==> src/include/xcvr_reset_defs.svh <==
//**************************************************************************
// Transceiver reset sequencer constants
// Counter width, synchronizer depth and every reset period in clock cycles
//**************************************************************************

`ifndef XCVR_RESET_DEFS_SVH
`define XCVR_RESET_DEFS_SVH

// Timer count width for every reset counter
`define XR_COUNT_WIDTH 16

// Retiming flops on the PHY status inputs
`define XR_SYNC_STAGES 2

// Reset hold periods in cycles
`define XR_T_PLL_POWERDOWN   125  // 1 us at 125 MHz
`define XR_T_TX_DIGITALRESET 3
`define XR_T_RX_ANALOGRESET  5
`define XR_T_RX_DIGITALRESET 500

// Digital reset release to ready
`define XR_T_READY 3

`endif

==> src/hw/xcvr_reset_pkg.sv <==
//**************************************************************************
// Transceiver reset sequencer types
// Timer count and the raw PHY status word carried through the synchronizer
//**************************************************************************

`include "xcvr_reset_defs.svh"

package xcvr_reset_pkg;

  typedef logic [`XR_COUNT_WIDTH-1:0] reset_count_t;  // Reset timer count

  // One word of the status retiming chain
  typedef struct packed {
    logic tx_cal_busy;  // OR over channels
    logic tx_manual;    // OR over channels
    logic pll_locked;
    logic rx_cal_busy;  // OR over channels
    logic rx_locked;    // AND of lock-to-data
    logic rx_manual;    // OR over channels
  } status_bits_t;

endpackage

==> src/hw/xcvr_status_if.sv <==
//**************************************************************************
// Synchronized PHY status bundle
// Driven by the input synchronizer and read by the TX and RX sequencers
//**************************************************************************

`timescale 1ns/1ps

interface xcvr_status_if;
  import xcvr_reset_pkg::*;

  status_bits_t status;  // Retimed status word

  // Per-field views for the sequencers
  logic tx_cal_busy;
  logic tx_manual;
  logic pll_locked;
  logic rx_cal_busy;
  logic rx_locked;
  logic rx_manual;

  assign tx_cal_busy = status.tx_cal_busy;
  assign tx_manual   = status.tx_manual;
  assign pll_locked  = status.pll_locked;
  assign rx_cal_busy = status.rx_cal_busy;
  assign rx_locked   = status.rx_locked;
  assign rx_manual   = status.rx_manual;

  modport sync_side (output status);
  modport tx_side (input tx_cal_busy, tx_manual, pll_locked);
  modport rx_side (input rx_cal_busy, rx_locked, rx_manual);

endinterface

==> src/hw/reset_counter.sv <==
//**************************************************************************
// Reset hold timer
// Holds its reset output on while requested and for HOLD_CYCLES edges
// after the request drops, with a synchronous override
//**************************************************************************

`timescale 1ns/1ps

module reset_counter #(
  parameter xcvr_reset_pkg::reset_count_t HOLD_CYCLES = 1
) (
  input  logic clock,
  input  logic reset_sync,
  input  logic request,
  input  logic override,
  output logic reset_out
);
  import xcvr_reset_pkg::*;

  reset_count_t count_q;
  reset_count_t count_next;

  // Restart on request, otherwise count up and saturate at the hold
  always_comb begin
    if (request)
      count_next = '0;
    else if (count_q < HOLD_CYCLES)
      count_next = count_q + 1'b1;
    else
      count_next = count_q;
  end

  always_ff @(posedge clock or posedge reset_sync) begin
    if (reset_sync) begin
      count_q   <= '0;
      reset_out <= 1'b1;  // Held on out of reset
    end else begin
      count_q   <= count_next;
      // Registered so the release lands exactly on the hold edge
      reset_out <= (count_next < HOLD_CYCLES) | override;
    end
  end

endmodule

==> src/hw/rx_reset_seq.sv <==
//**************************************************************************
// Receive reset sequencer
// Holds rx_analogreset through calibration, releases rx_digitalreset
// once locked to data and raises rx_ready a fixed time later
//**************************************************************************

`timescale 1ns/1ps
`include "xcvr_reset_defs.svh"

module rx_reset_seq #(
  parameter int CHANNELS = 4
) (
  input  logic                clock,
  input  logic                reset_sync,
  xcvr_status_if.rx_side      status,
  input  logic [CHANNELS-1:0] digitalreset_or,
  output logic                rx_analogreset,
  output logic                rx_digitalreset,
  output logic                rx_ready
);
  import xcvr_reset_pkg::*;

  logic digital_req;
  logic ready_hold;

  // Analog reset during calibration and a short hold after
  reset_counter #(
    .HOLD_CYCLES (reset_count_t'(`XR_T_RX_ANALOGRESET))
  ) analog_timer_i (
    .clock      (clock),
    .reset_sync (reset_sync),
    .request    (status.rx_cal_busy),
    .override   (1'b0),
    .reset_out  (rx_analogreset)
  );

  // Restart on lost lock unless manual
  assign digital_req = status.rx_cal_busy
                     | rx_analogreset
                     | (~status.rx_locked & ~status.rx_manual);

  reset_counter #(
    .HOLD_CYCLES (reset_count_t'(`XR_T_RX_DIGITALRESET))
  ) digital_timer_i (
    .clock      (clock),
    .reset_sync (reset_sync),
    .request    (digital_req),
    .override   (|digitalreset_or),
    .reset_out  (rx_digitalreset)
  );

  reset_counter #(
    .HOLD_CYCLES (reset_count_t'(`XR_T_READY))
  ) ready_timer_i (
    .clock      (clock),
    .reset_sync (reset_sync),
    .request    (rx_digitalreset),
    .override   (1'b0),
    .reset_out  (ready_hold)
  );

  assign rx_ready = ~ready_hold;  // Low while the timer holds

endmodule

==> src/hw/status_sync.sv <==
//**************************************************************************
// PHY status synchronizer
// Combines per-channel status across channels and retimes the result
// into the clock domain through a short flop chain
//**************************************************************************

`timescale 1ns/1ps
`include "xcvr_reset_defs.svh"

module status_sync #(
  parameter int CHANNELS = 4
) (
  input  logic                clock,
  input  logic                reset_sync,
  input  logic [CHANNELS-1:0] tx_cal_busy,
  input  logic [CHANNELS-1:0] tx_manual,
  input  logic [CHANNELS-1:0] rx_cal_busy,
  input  logic [CHANNELS-1:0] rx_manual,
  input  logic [CHANNELS-1:0] rx_is_lockedtodata,
  input  logic                pll_locked,
  xcvr_status_if.sync_side    status
);
  import xcvr_reset_pkg::*;

  // RX starts out busy so its resets hold until calibration is seen clear
  localparam status_bits_t RESET_WORD = '{rx_cal_busy: 1'b1, default: 1'b0};

  status_bits_t raw_word;                     // Combined, not yet retimed
  status_bits_t sync_q [`XR_SYNC_STAGES];     // Retiming chain

  // Shared control across channels
  always_comb begin
    raw_word.tx_cal_busy = |tx_cal_busy;
    raw_word.tx_manual   = |tx_manual;
    raw_word.pll_locked  = pll_locked;
    raw_word.rx_cal_busy = |rx_cal_busy;
    raw_word.rx_locked   = &rx_is_lockedtodata;  // Every channel must lock
    raw_word.rx_manual   = |rx_manual;
  end

  always_ff @(posedge clock or posedge reset_sync) begin
    if (reset_sync) begin
      for (int i = 0; i < `XR_SYNC_STAGES; i++)
        sync_q[i] <= RESET_WORD;
    end else begin
      sync_q[0] <= raw_word;
      for (int i = 1; i < `XR_SYNC_STAGES; i++)
        sync_q[i] <= sync_q[i-1];
    end
  end

  assign status.status = sync_q[`XR_SYNC_STAGES-1];  // Last stage out

endmodule

==> src/hw/tx_reset_seq.sv <==
//**************************************************************************
// Transmit reset sequencer
// Releases tx_digitalreset after PLL powerdown and first lock,
// then raises tx_ready a fixed time later
//**************************************************************************

`timescale 1ns/1ps
`include "xcvr_reset_defs.svh"

module tx_reset_seq #(
  parameter int CHANNELS = 4
) (
  input  logic                clock,
  input  logic                reset_sync,
  input  logic                pll_powerdown,
  xcvr_status_if.tx_side      status,
  input  logic [CHANNELS-1:0] digitalreset_or,
  output logic                tx_digitalreset,
  output logic                tx_ready
);
  import xcvr_reset_pkg::*;

  logic lock_seen_q;     // One-shot first lock
  logic digital_req;
  logic ready_hold;      // Ready timer still counting

  // Set once the PLL locks with no calibration running
  always_ff @(posedge clock or posedge reset_sync) begin
    if (reset_sync)
      lock_seen_q <= 1'b0;
    else if (status.pll_locked && !status.tx_cal_busy)
      lock_seen_q <= 1'b1;
  end

  //**************************************************************************
  // Digital reset request
  //**************************************************************************
  assign digital_req = pll_powerdown
                     | status.tx_cal_busy
                     | ~lock_seen_q                               // Before first lock
                     | (~status.pll_locked & ~status.tx_manual);  // Auto restart

  reset_counter #(
    .HOLD_CYCLES (reset_count_t'(`XR_T_TX_DIGITALRESET))
  ) digital_timer_i (
    .clock      (clock),
    .reset_sync (reset_sync),
    .request    (digital_req),
    .override   (|digitalreset_or),  // Any channel forces it
    .reset_out  (tx_digitalreset)
  );

  // Ready follows the digital reset release
  reset_counter #(
    .HOLD_CYCLES (reset_count_t'(`XR_T_READY))
  ) ready_timer_i (
    .clock      (clock),
    .reset_sync (reset_sync),
    .request    (tx_digitalreset),
    .override   (1'b0),
    .reset_out  (ready_hold)
  );

  assign tx_ready = ~ready_hold;

endmodule

==> src/hw/xcvr_reset_control.sv <==
//**************************************************************************
// Transceiver reset controller
// Shared reset sequencing for a block of channels on one TX PLL
// PLL powerdown timer, TX and RX sequencers, outputs fanned out per channel
//**************************************************************************

`timescale 1ns/1ps
`include "xcvr_reset_defs.svh"

module xcvr_reset_control #(
  parameter int CHANNELS = 4
) (
  input  logic                clock,
  input  logic                reset_sync,
  input  logic                pll_locked,
  input  logic [CHANNELS-1:0] tx_cal_busy,
  input  logic [CHANNELS-1:0] tx_manual,
  input  logic [CHANNELS-1:0] tx_digitalreset_or,
  input  logic [CHANNELS-1:0] rx_is_lockedtodata,
  input  logic [CHANNELS-1:0] rx_cal_busy,
  input  logic [CHANNELS-1:0] rx_manual,
  input  logic [CHANNELS-1:0] rx_digitalreset_or,
  output logic                pll_powerdown,
  output logic [CHANNELS-1:0] tx_analogreset,
  output logic [CHANNELS-1:0] tx_digitalreset,
  output logic [CHANNELS-1:0] tx_ready,
  output logic [CHANNELS-1:0] rx_analogreset,
  output logic [CHANNELS-1:0] rx_digitalreset,
  output logic [CHANNELS-1:0] rx_ready
);
  import xcvr_reset_pkg::*;

  // Shared control, one copy for all channels
  logic tx_dreset;
  logic tx_rdy;
  logic rx_areset;
  logic rx_dreset;
  logic rx_rdy;

  xcvr_status_if status_if ();

  status_sync #(.CHANNELS(CHANNELS)) status_sync_i (
    .clock              (clock),
    .reset_sync         (reset_sync),
    .tx_cal_busy        (tx_cal_busy),
    .tx_manual          (tx_manual),
    .rx_cal_busy        (rx_cal_busy),
    .rx_manual          (rx_manual),
    .rx_is_lockedtodata (rx_is_lockedtodata),
    .pll_locked         (pll_locked),
    .status             (status_if)
  );

  //**************************************************************************
  // PLL powerdown, a fixed hold after system reset
  //**************************************************************************
  reset_counter #(
    .HOLD_CYCLES (reset_count_t'(`XR_T_PLL_POWERDOWN))
  ) powerdown_timer_i (
    .clock      (clock),
    .reset_sync (reset_sync),
    .request    (1'b0),
    .override   (1'b0),
    .reset_out  (pll_powerdown)
  );

  tx_reset_seq #(.CHANNELS(CHANNELS)) tx_seq_i (
    .clock           (clock),
    .reset_sync      (reset_sync),
    .pll_powerdown   (pll_powerdown),
    .status          (status_if),
    .digitalreset_or (tx_digitalreset_or),
    .tx_digitalreset (tx_dreset),
    .tx_ready        (tx_rdy)
  );

  rx_reset_seq #(.CHANNELS(CHANNELS)) rx_seq_i (
    .clock           (clock),
    .reset_sync      (reset_sync),
    .status          (status_if),
    .digitalreset_or (rx_digitalreset_or),
    .rx_analogreset  (rx_areset),
    .rx_digitalreset (rx_dreset),
    .rx_ready        (rx_rdy)
  );

  // Fanout to every channel
  assign tx_analogreset  = {CHANNELS{pll_powerdown}};  // TX PMA tracks powerdown
  assign tx_digitalreset = {CHANNELS{tx_dreset}};
  assign tx_ready        = {CHANNELS{tx_rdy}};
  assign rx_analogreset  = {CHANNELS{rx_areset}};
  assign rx_digitalreset = {CHANNELS{rx_dreset}};
  assign rx_ready        = {CHANNELS{rx_rdy}};

endmodule

==> config.mk <==
export PLATFORM = sky130hd
export DESIGN_NAME = xcvr_reset_control
export DESIGN_NICKNAME = d
export VERILOG_FILES = /design/src/hw/xcvr_reset_pkg.sv /design/src/hw/xcvr_status_if.sv /design/src/hw/reset_counter.sv /design/src/hw/rx_reset_seq.sv /design/src/hw/status_sync.sv /design/src/hw/tx_reset_seq.sv /design/src/hw/xcvr_reset_control.sv
export VERILOG_INCLUDE_DIRS = /design/src /design/src/include
export SDC_FILE = /design/constraint.sdc
export NUM_CORES = 1
export LEC_CHECK = 0
export BUFFER_PORTS_ARGS = -buffer_cell sky130_fd_sc_hd__buf_2
export CAP_MARGIN = 20
export CORE_MARGIN = 2
export CORE_UTILIZATION = 35
export CTS_BUF_LIST = sky130_fd_sc_hd__clkbuf_4
export CTS_CLUSTER_DIAMETER = 150
export DETAILED_ROUTE_END_ITERATION = 8
export GPL_ROUTABILITY_DRIVEN = 0
export HOLD_SLACK_MARGIN = 0.06
export SLEW_MARGIN = 5
export SYNTH_ARGS = -nofsm -noshare
export SYNTH_HDL_FRONTEND = slang
export SYNTH_SLANG_ARGS = --single-unit
==> constraint.sdc <==
create_clock -name clock -period 4.25 [get_ports clock]
set_input_delay 0.6375 -clock clock [delete_from_list [all_inputs] [get_ports clock]]
set_output_delay 0.6375 -clock clock [all_outputs]
set_load 0.01 [all_outputs]
[After elaboration in Yosys (flattened, before gate mapping)]
Index checks and enable logic that the tools add are counted.
Storage, ports and cells
  logic and storage cells: 79
  output and inout port bits: 25
  input bits: 31
  register bits: 115
Cells by class
  reductions and logical operators: 9
  bitwise logic cells: 16
  add/sub/neg operators: 6
  multiplexer cells: 11
  order comparisons: 12
Operators by type and width (number)
  $mux W16: 11
  $add A16 B1 Y16 const B: 6
  $lt A16 B2 Y1 const B: 6
  $lt A16 B3 Y1 const B: 2
  $lt A16 B7 Y1 const B: 2
  $lt A16 B9 Y1 const B: 2
  $reduce_or A4 Y1: 6
  $not A1 Y1: 7
  $or A1 B1 Y1: 7
  $reduce_and A4 Y1: 1
  $and A1 B1 Y1: 2
  $logic_and A1 B1 Y1: 1
  $logic_not A1 Y1: 1

[Depth between registers and ports, before layout]
  depth in word-level cells: 6
  gate-level depth with buffers: 8

[By module]
From an unflattened synthesis, not the netlist that was laid out.
Second synthesis, totals
  cells, all modules: 429
  area, all modules: 5073.6 um2
Modules (own cells, without submodules)
  reset_counter at rx_seq_i.ready_timer_i ...: instances 3, area each 699.4 um2, seq. area each 426.7 um2, cells each 51
  reset_counter at rx_seq_i.digital_timer_i: instances 1, area each 813.3 um2, seq. area each 426.7 um2, cells each 76
  reset_counter at powerdown_timer_i: instances 1, area each 797.0 um2, seq. area each 426.7 um2, cells each 75
  reset_counter at rx_seq_i.analog_timer_i: instances 1, area each 700.7 um2, seq. area each 426.7 um2, cells each 62
  status_sync: instances 1, area each 390.4 um2, seq. area each 302.8 um2, cells each 24
  xcvr_reset_control: instances 1, area each 183.9 um2, seq. area each 0.0 um2, cells each 25
  tx_reset_seq: instances 1, area each 66.3 um2, seq. area each 25.0 um2, cells each 9
  rx_reset_seq: instances 1, area each 23.8 um2, seq. area each 0.0 um2, cells each 5

[Least setup slack after synthesis]
No wires, ideal clock.
  kind: register to register
  from: register rx_seq_i.analog_timer_i.count_q[5]
  to: register rx_seq_i.analog_timer_i.reset_out
  cell stages (with the launch flop): 7
  library setup time: 0.082 ns
  required time: 4.168 ns
  setup slack: 2.262 ns
  arrival: 1.906 ns
  period minus slack after synthesis: 1.988 ns
  buffers on the path: 0
  cells stage by stage: dfrtp_1 > or4_4 > a2111oi_4 > and3_4 > mux2i_1 > a211oi_2 > nor3_1
On the way
  cells in the longest elaborated chain, start to end: 4
  elaborated cells on any way between the ends: 5
RTL lines
  from (decl): RTL line reset_counter.sv:20  | reset_count_t count_q;
  from (signal assigned): RTL line reset_counter.sv:38  | count_q <= count_next;
  $add A16 B1 Y16 / $lt A16 B3 Y1 (equally long branches): RTL line reset_counter.sv:28, reset_counter.sv:27
  $mux W16 *: RTL line reset_counter.sv:27  | else if (count_q < HOLD_CYCLES)
  $mux W16 *: RTL line reset_counter.sv:25  | if (request)
  $lt A16 B3 Y1 *: RTL line reset_counter.sv:40  | reset_out <= (count_next < HOLD_CYCLES) | override;
  to (signal assigned): RTL line reset_counter.sv:40
  to (decl): RTL line reset_counter.sv:16  | output logic reset_out
Every way passes the cells marked *; elsewhere a longest branch is shown, timed or not.
A chain may end at the register's enable or synchronous reset.

[Final worst setup path]
  from: register powerdown_timer_i.count_q[0]
  to: register powerdown_timer_i.reset_out
On the way
  cells in the longest elaborated chain, start to end: 3
  elaborated cells on any way between the ends: 4
RTL lines (RTL line)
  from (decl): reset_counter.sv:20
  from (signal assigned): reset_counter.sv:38
  $add A16 B1 Y16 / $lt A16 B7 Y1 (equally long branches): reset_counter.sv:28, reset_counter.sv:27
  $mux W16 *: reset_counter.sv:27
  $lt A16 B7 Y1 *: reset_counter.sv:40
  to (signal assigned): reset_counter.sv:40
  to (decl): reset_counter.sv:16
Marks and branches as above.

==> flow_summary.ini <==
[clock_network]
cts_root_buf = clkbuf_4
cts_inserted_buffers = 17
clk_latency_ns = 0.49
cts.htree.levels = 4
cts_sinks = 115
holdBufCountCts = 0
clkSlewWorstSetupHoldPaths_ns = 0.10
cts_buffer_depth = 2
cts_tree = built
ctsResizeCount = 0
postCtsSetupBuffers = 0

[power]
p_per_area_nw_per_um2 = 372
switching_share_pct = 22.1
p_leak_uw = 0.00246
ir_drop_uv = 248
p_sw_uw = 430
seqPwrFrac_pct = 56.8
combPwrFrac_pct = 1.9
clkPwrFrac_pct = 41.3
internal-power_uw = 1510

[timing]
whs_ns = 0.248
clock.fmax_mhz = 469
report.final.slew_viol_count = 0
finalSetupViolCount = 0
tightest_slew_ns = 0.960
finalHoldViolCount = 0
relSlewSlack_pct = 36.0
fin_crit_ns = 2.13
finalCritPeriodShare_pct = 50.2
final.setup.tns_ns = 0
finalWorstSetupSlack_ns = 2.12
rsz0062_at_grt = no
fin_skew_ns = 0.0117

[die]
core_area_um2 = 13100
start_util_pct = 35.5
num_rows = 42
ios = 56
die_x_um = 119
dieArea_um2 = 14300
die_height_um = 119

[critical_path]
endpoint_kind = register
crit_buf_inv = 1
cp-start-kind = register
cp_slowest_cell = dfrtp_1
cpPeakStageDelay_ns = 0.46
required_ns = 4.66
path_max_fanout = 7
cp.arrival_ns = 2.55
worstSetupPathType = register to register
path_cells = inv_1 > ha_1 > nand4b_1 > o211ai_1 > nor2_1 > or3_1 > and3_1 > a311oi_1
crit_family = simple AND/OR/NAND/NOR gates

[synth]
synth_cells = 392
async_flop_share_pct = 100
ys_seq_elements = 115
synth_seq_area_share_pct = 62.0
synth_warnings = 0
synthesis.area_um2 = 4660
synth_edf_count = 0
synth_top_area_share_pct = 57.4
synthFlopType = dfrtp_1
yosys-top-cells-area = dfrtp_1, nor2b_1, dfstp_2, buf_4, and2_1
syn_nets = 431
synth_top_area_cell = dfrtp_1
syn_area_per_cell_um2 = 11.9
synth_cell_types = 48

[final_layout]
final_util_pct = 39.8
fillCellCount = 1296
mostFrequentLayoutCells = dfrtp_1, buf_2, nor2b_1
drive_above_1_share_pct = 23.1
layout_commonest_cell = dfrtp_1
register_area_um2 = 2890
syn2layout_area_growth_pct = 12.1
finalNetCount = 468
final_area_um2 = 5230
multiInputGateArea_um2 = 1490
n_antenna_cell = 0

[detailed_routing]
ant_nets = 0
drc = 0
avgViaCountPerCell = 4.53
dr.pass1.iters = 6
drt-total-wl_um = 7230
vias = 2800
drt_iter0_markers = 131
wl_per_cell_um = 11.7

[placed_design]
place_ws_ns = 2.16
placed_area_um2 = 4930
io_buffers = 55
place_hpwl_um = 4970

[global_route]
grtUsageTotal_pct = 11.6
met2_usage_pct = 17.7
grt_pass1_wl_um = 13300
grt_max_degree = 83
grt-ovfl-total = 0
grt_pass1_vias = 2931
top_usage_layer = met2
antenna_found_initial = 0
grt_util_met3_pct = 4.41
met1_usage_pct = 15.1

[run_status]
status = finished clean

[flow_run]
max_cap_viol_count = 0

[min_path]
hp-class = input port to register
cell usage after synthesis (3+ instances only):
| cell | count |
|---|---|
| a21oi_1 | 3 |
| and2_1 | 23 |
| and3_1 | 3 |
| buf_4 | 24 |
| clkbuf_1 | 12 |
| dfrtp_1 | 107 |
| dfstp_2 | 8 |
| ha_1 | 8 |
| inv_1 | 14 |
| mux2i_1 | 6 |
| nand2_1 | 11 |
| nand4_1 | 8 |
| nor2_1 | 30 |
| nor2b_1 | 41 |
| nor3_1 | 11 |
| nor4_1 | 23 |
| o211ai_1 | 3 |
| o21ai_0 | 4 |
| or4_1 | 4 |
| xnor2_1 | 9 |
| xor2_1 | 7 |
per-layer routing:
metal	share of wire, %	wire length [µm]
met3	4.5	327
met4	1.3	95
met5	0	0
met1	48	3490
met2	46	3320
cell families (layout without fill, tap and decap cells):
kind of cell,after synthesis,in the layout,synth area share [%]
compound gates,26,26,4.54
xor+xnor,16,16,3.01
fa+ha+maj,8,8,2.15
buf+inv,52,102,6.15
flops,115,115,62.0
mux,6,6,1.29
simple gates,169,169,20.9
registers in the layout, summed over array words and instances (netlist names), 6 cells and up:
signal	flops
status_sync_i.sync_q	6
rx_seq_i.analog_timer_i.count_q	16
status_sync_i.status.status	6
tx_seq_i.ready_timer_i.count_q	16
powerdown_timer_i.count_q	16
rx_seq_i.digital_timer_i.count_q	16
tx_seq_i.digital_timer_i.count_q	16
rx_seq_i.ready_timer_i.count_q	16
final cells by class:
cell class / instances / area share, %
tap: 176 / 4.21
clock inverter: 15 / 3.18
inverter: 14 / 1.05
sequential: 115 / 55.3
multi-input combinational: 225 / 28.4
clock buffer: 17 / 2.44
timing repair buffer: 56 / 5.41
worst register-to-register path, delay by kind of cell (launching register included):
kind	cells	cell delay, ns
DFF	1	0.46
adders and majority gates	1	0.21
and+or+nand+nor	4	0.82
buffers and inverters	1	0.11
AOI/OAI and AO/OA	2	0.46
stage by stage:
step | power, µW | instances
floorplan | 1140 | 392
global placement | 1160 | 586
detailed placement | 1160 | 586
CTS | 1980 | 618
global route | 2040 | 618
finish | 1940 | 618
final timing paths:
kind                                                  end  slack, ns                    startpoint  depth (start not counted)
min in group asynchronous    powerdown_timer_i.count_q[6]       0.34                    reset_sync                          2
max reg2reg                   powerdown_timer_i.reset_out       2.12  powerdown_timer_i.count_q[0]                          8
min reg2reg                status_sync_i.status.status[4]       0.36      status_sync_i.sync_q[10]                          0
max in group asynchronous         status_sync_i.sync_q[8]       2.93                    reset_sync                          3
max                           powerdown_timer_i.reset_out       2.12  powerdown_timer_i.count_q[0]                          8
min                               status_sync_i.sync_q[9]       0.25                    pll_locked                          1
power by group through the flow:
| stage | Combinational (µW) | Clock [µW] | Sequential, µW |
|---|---|---|---|
| finish | 37.1 | 803 | 1100 |
| global route | 44.0 | 892 | 1100 |
| CTS | 39.6 | 837 | 1100 |
| detailed placement | 39.7 | 0 | 1120 |
| global placement | 38.3 | 0 | 1120 |
| floorplan | 20.9 | 0 | 1120 |
Power figures use the tool's default switching activity.
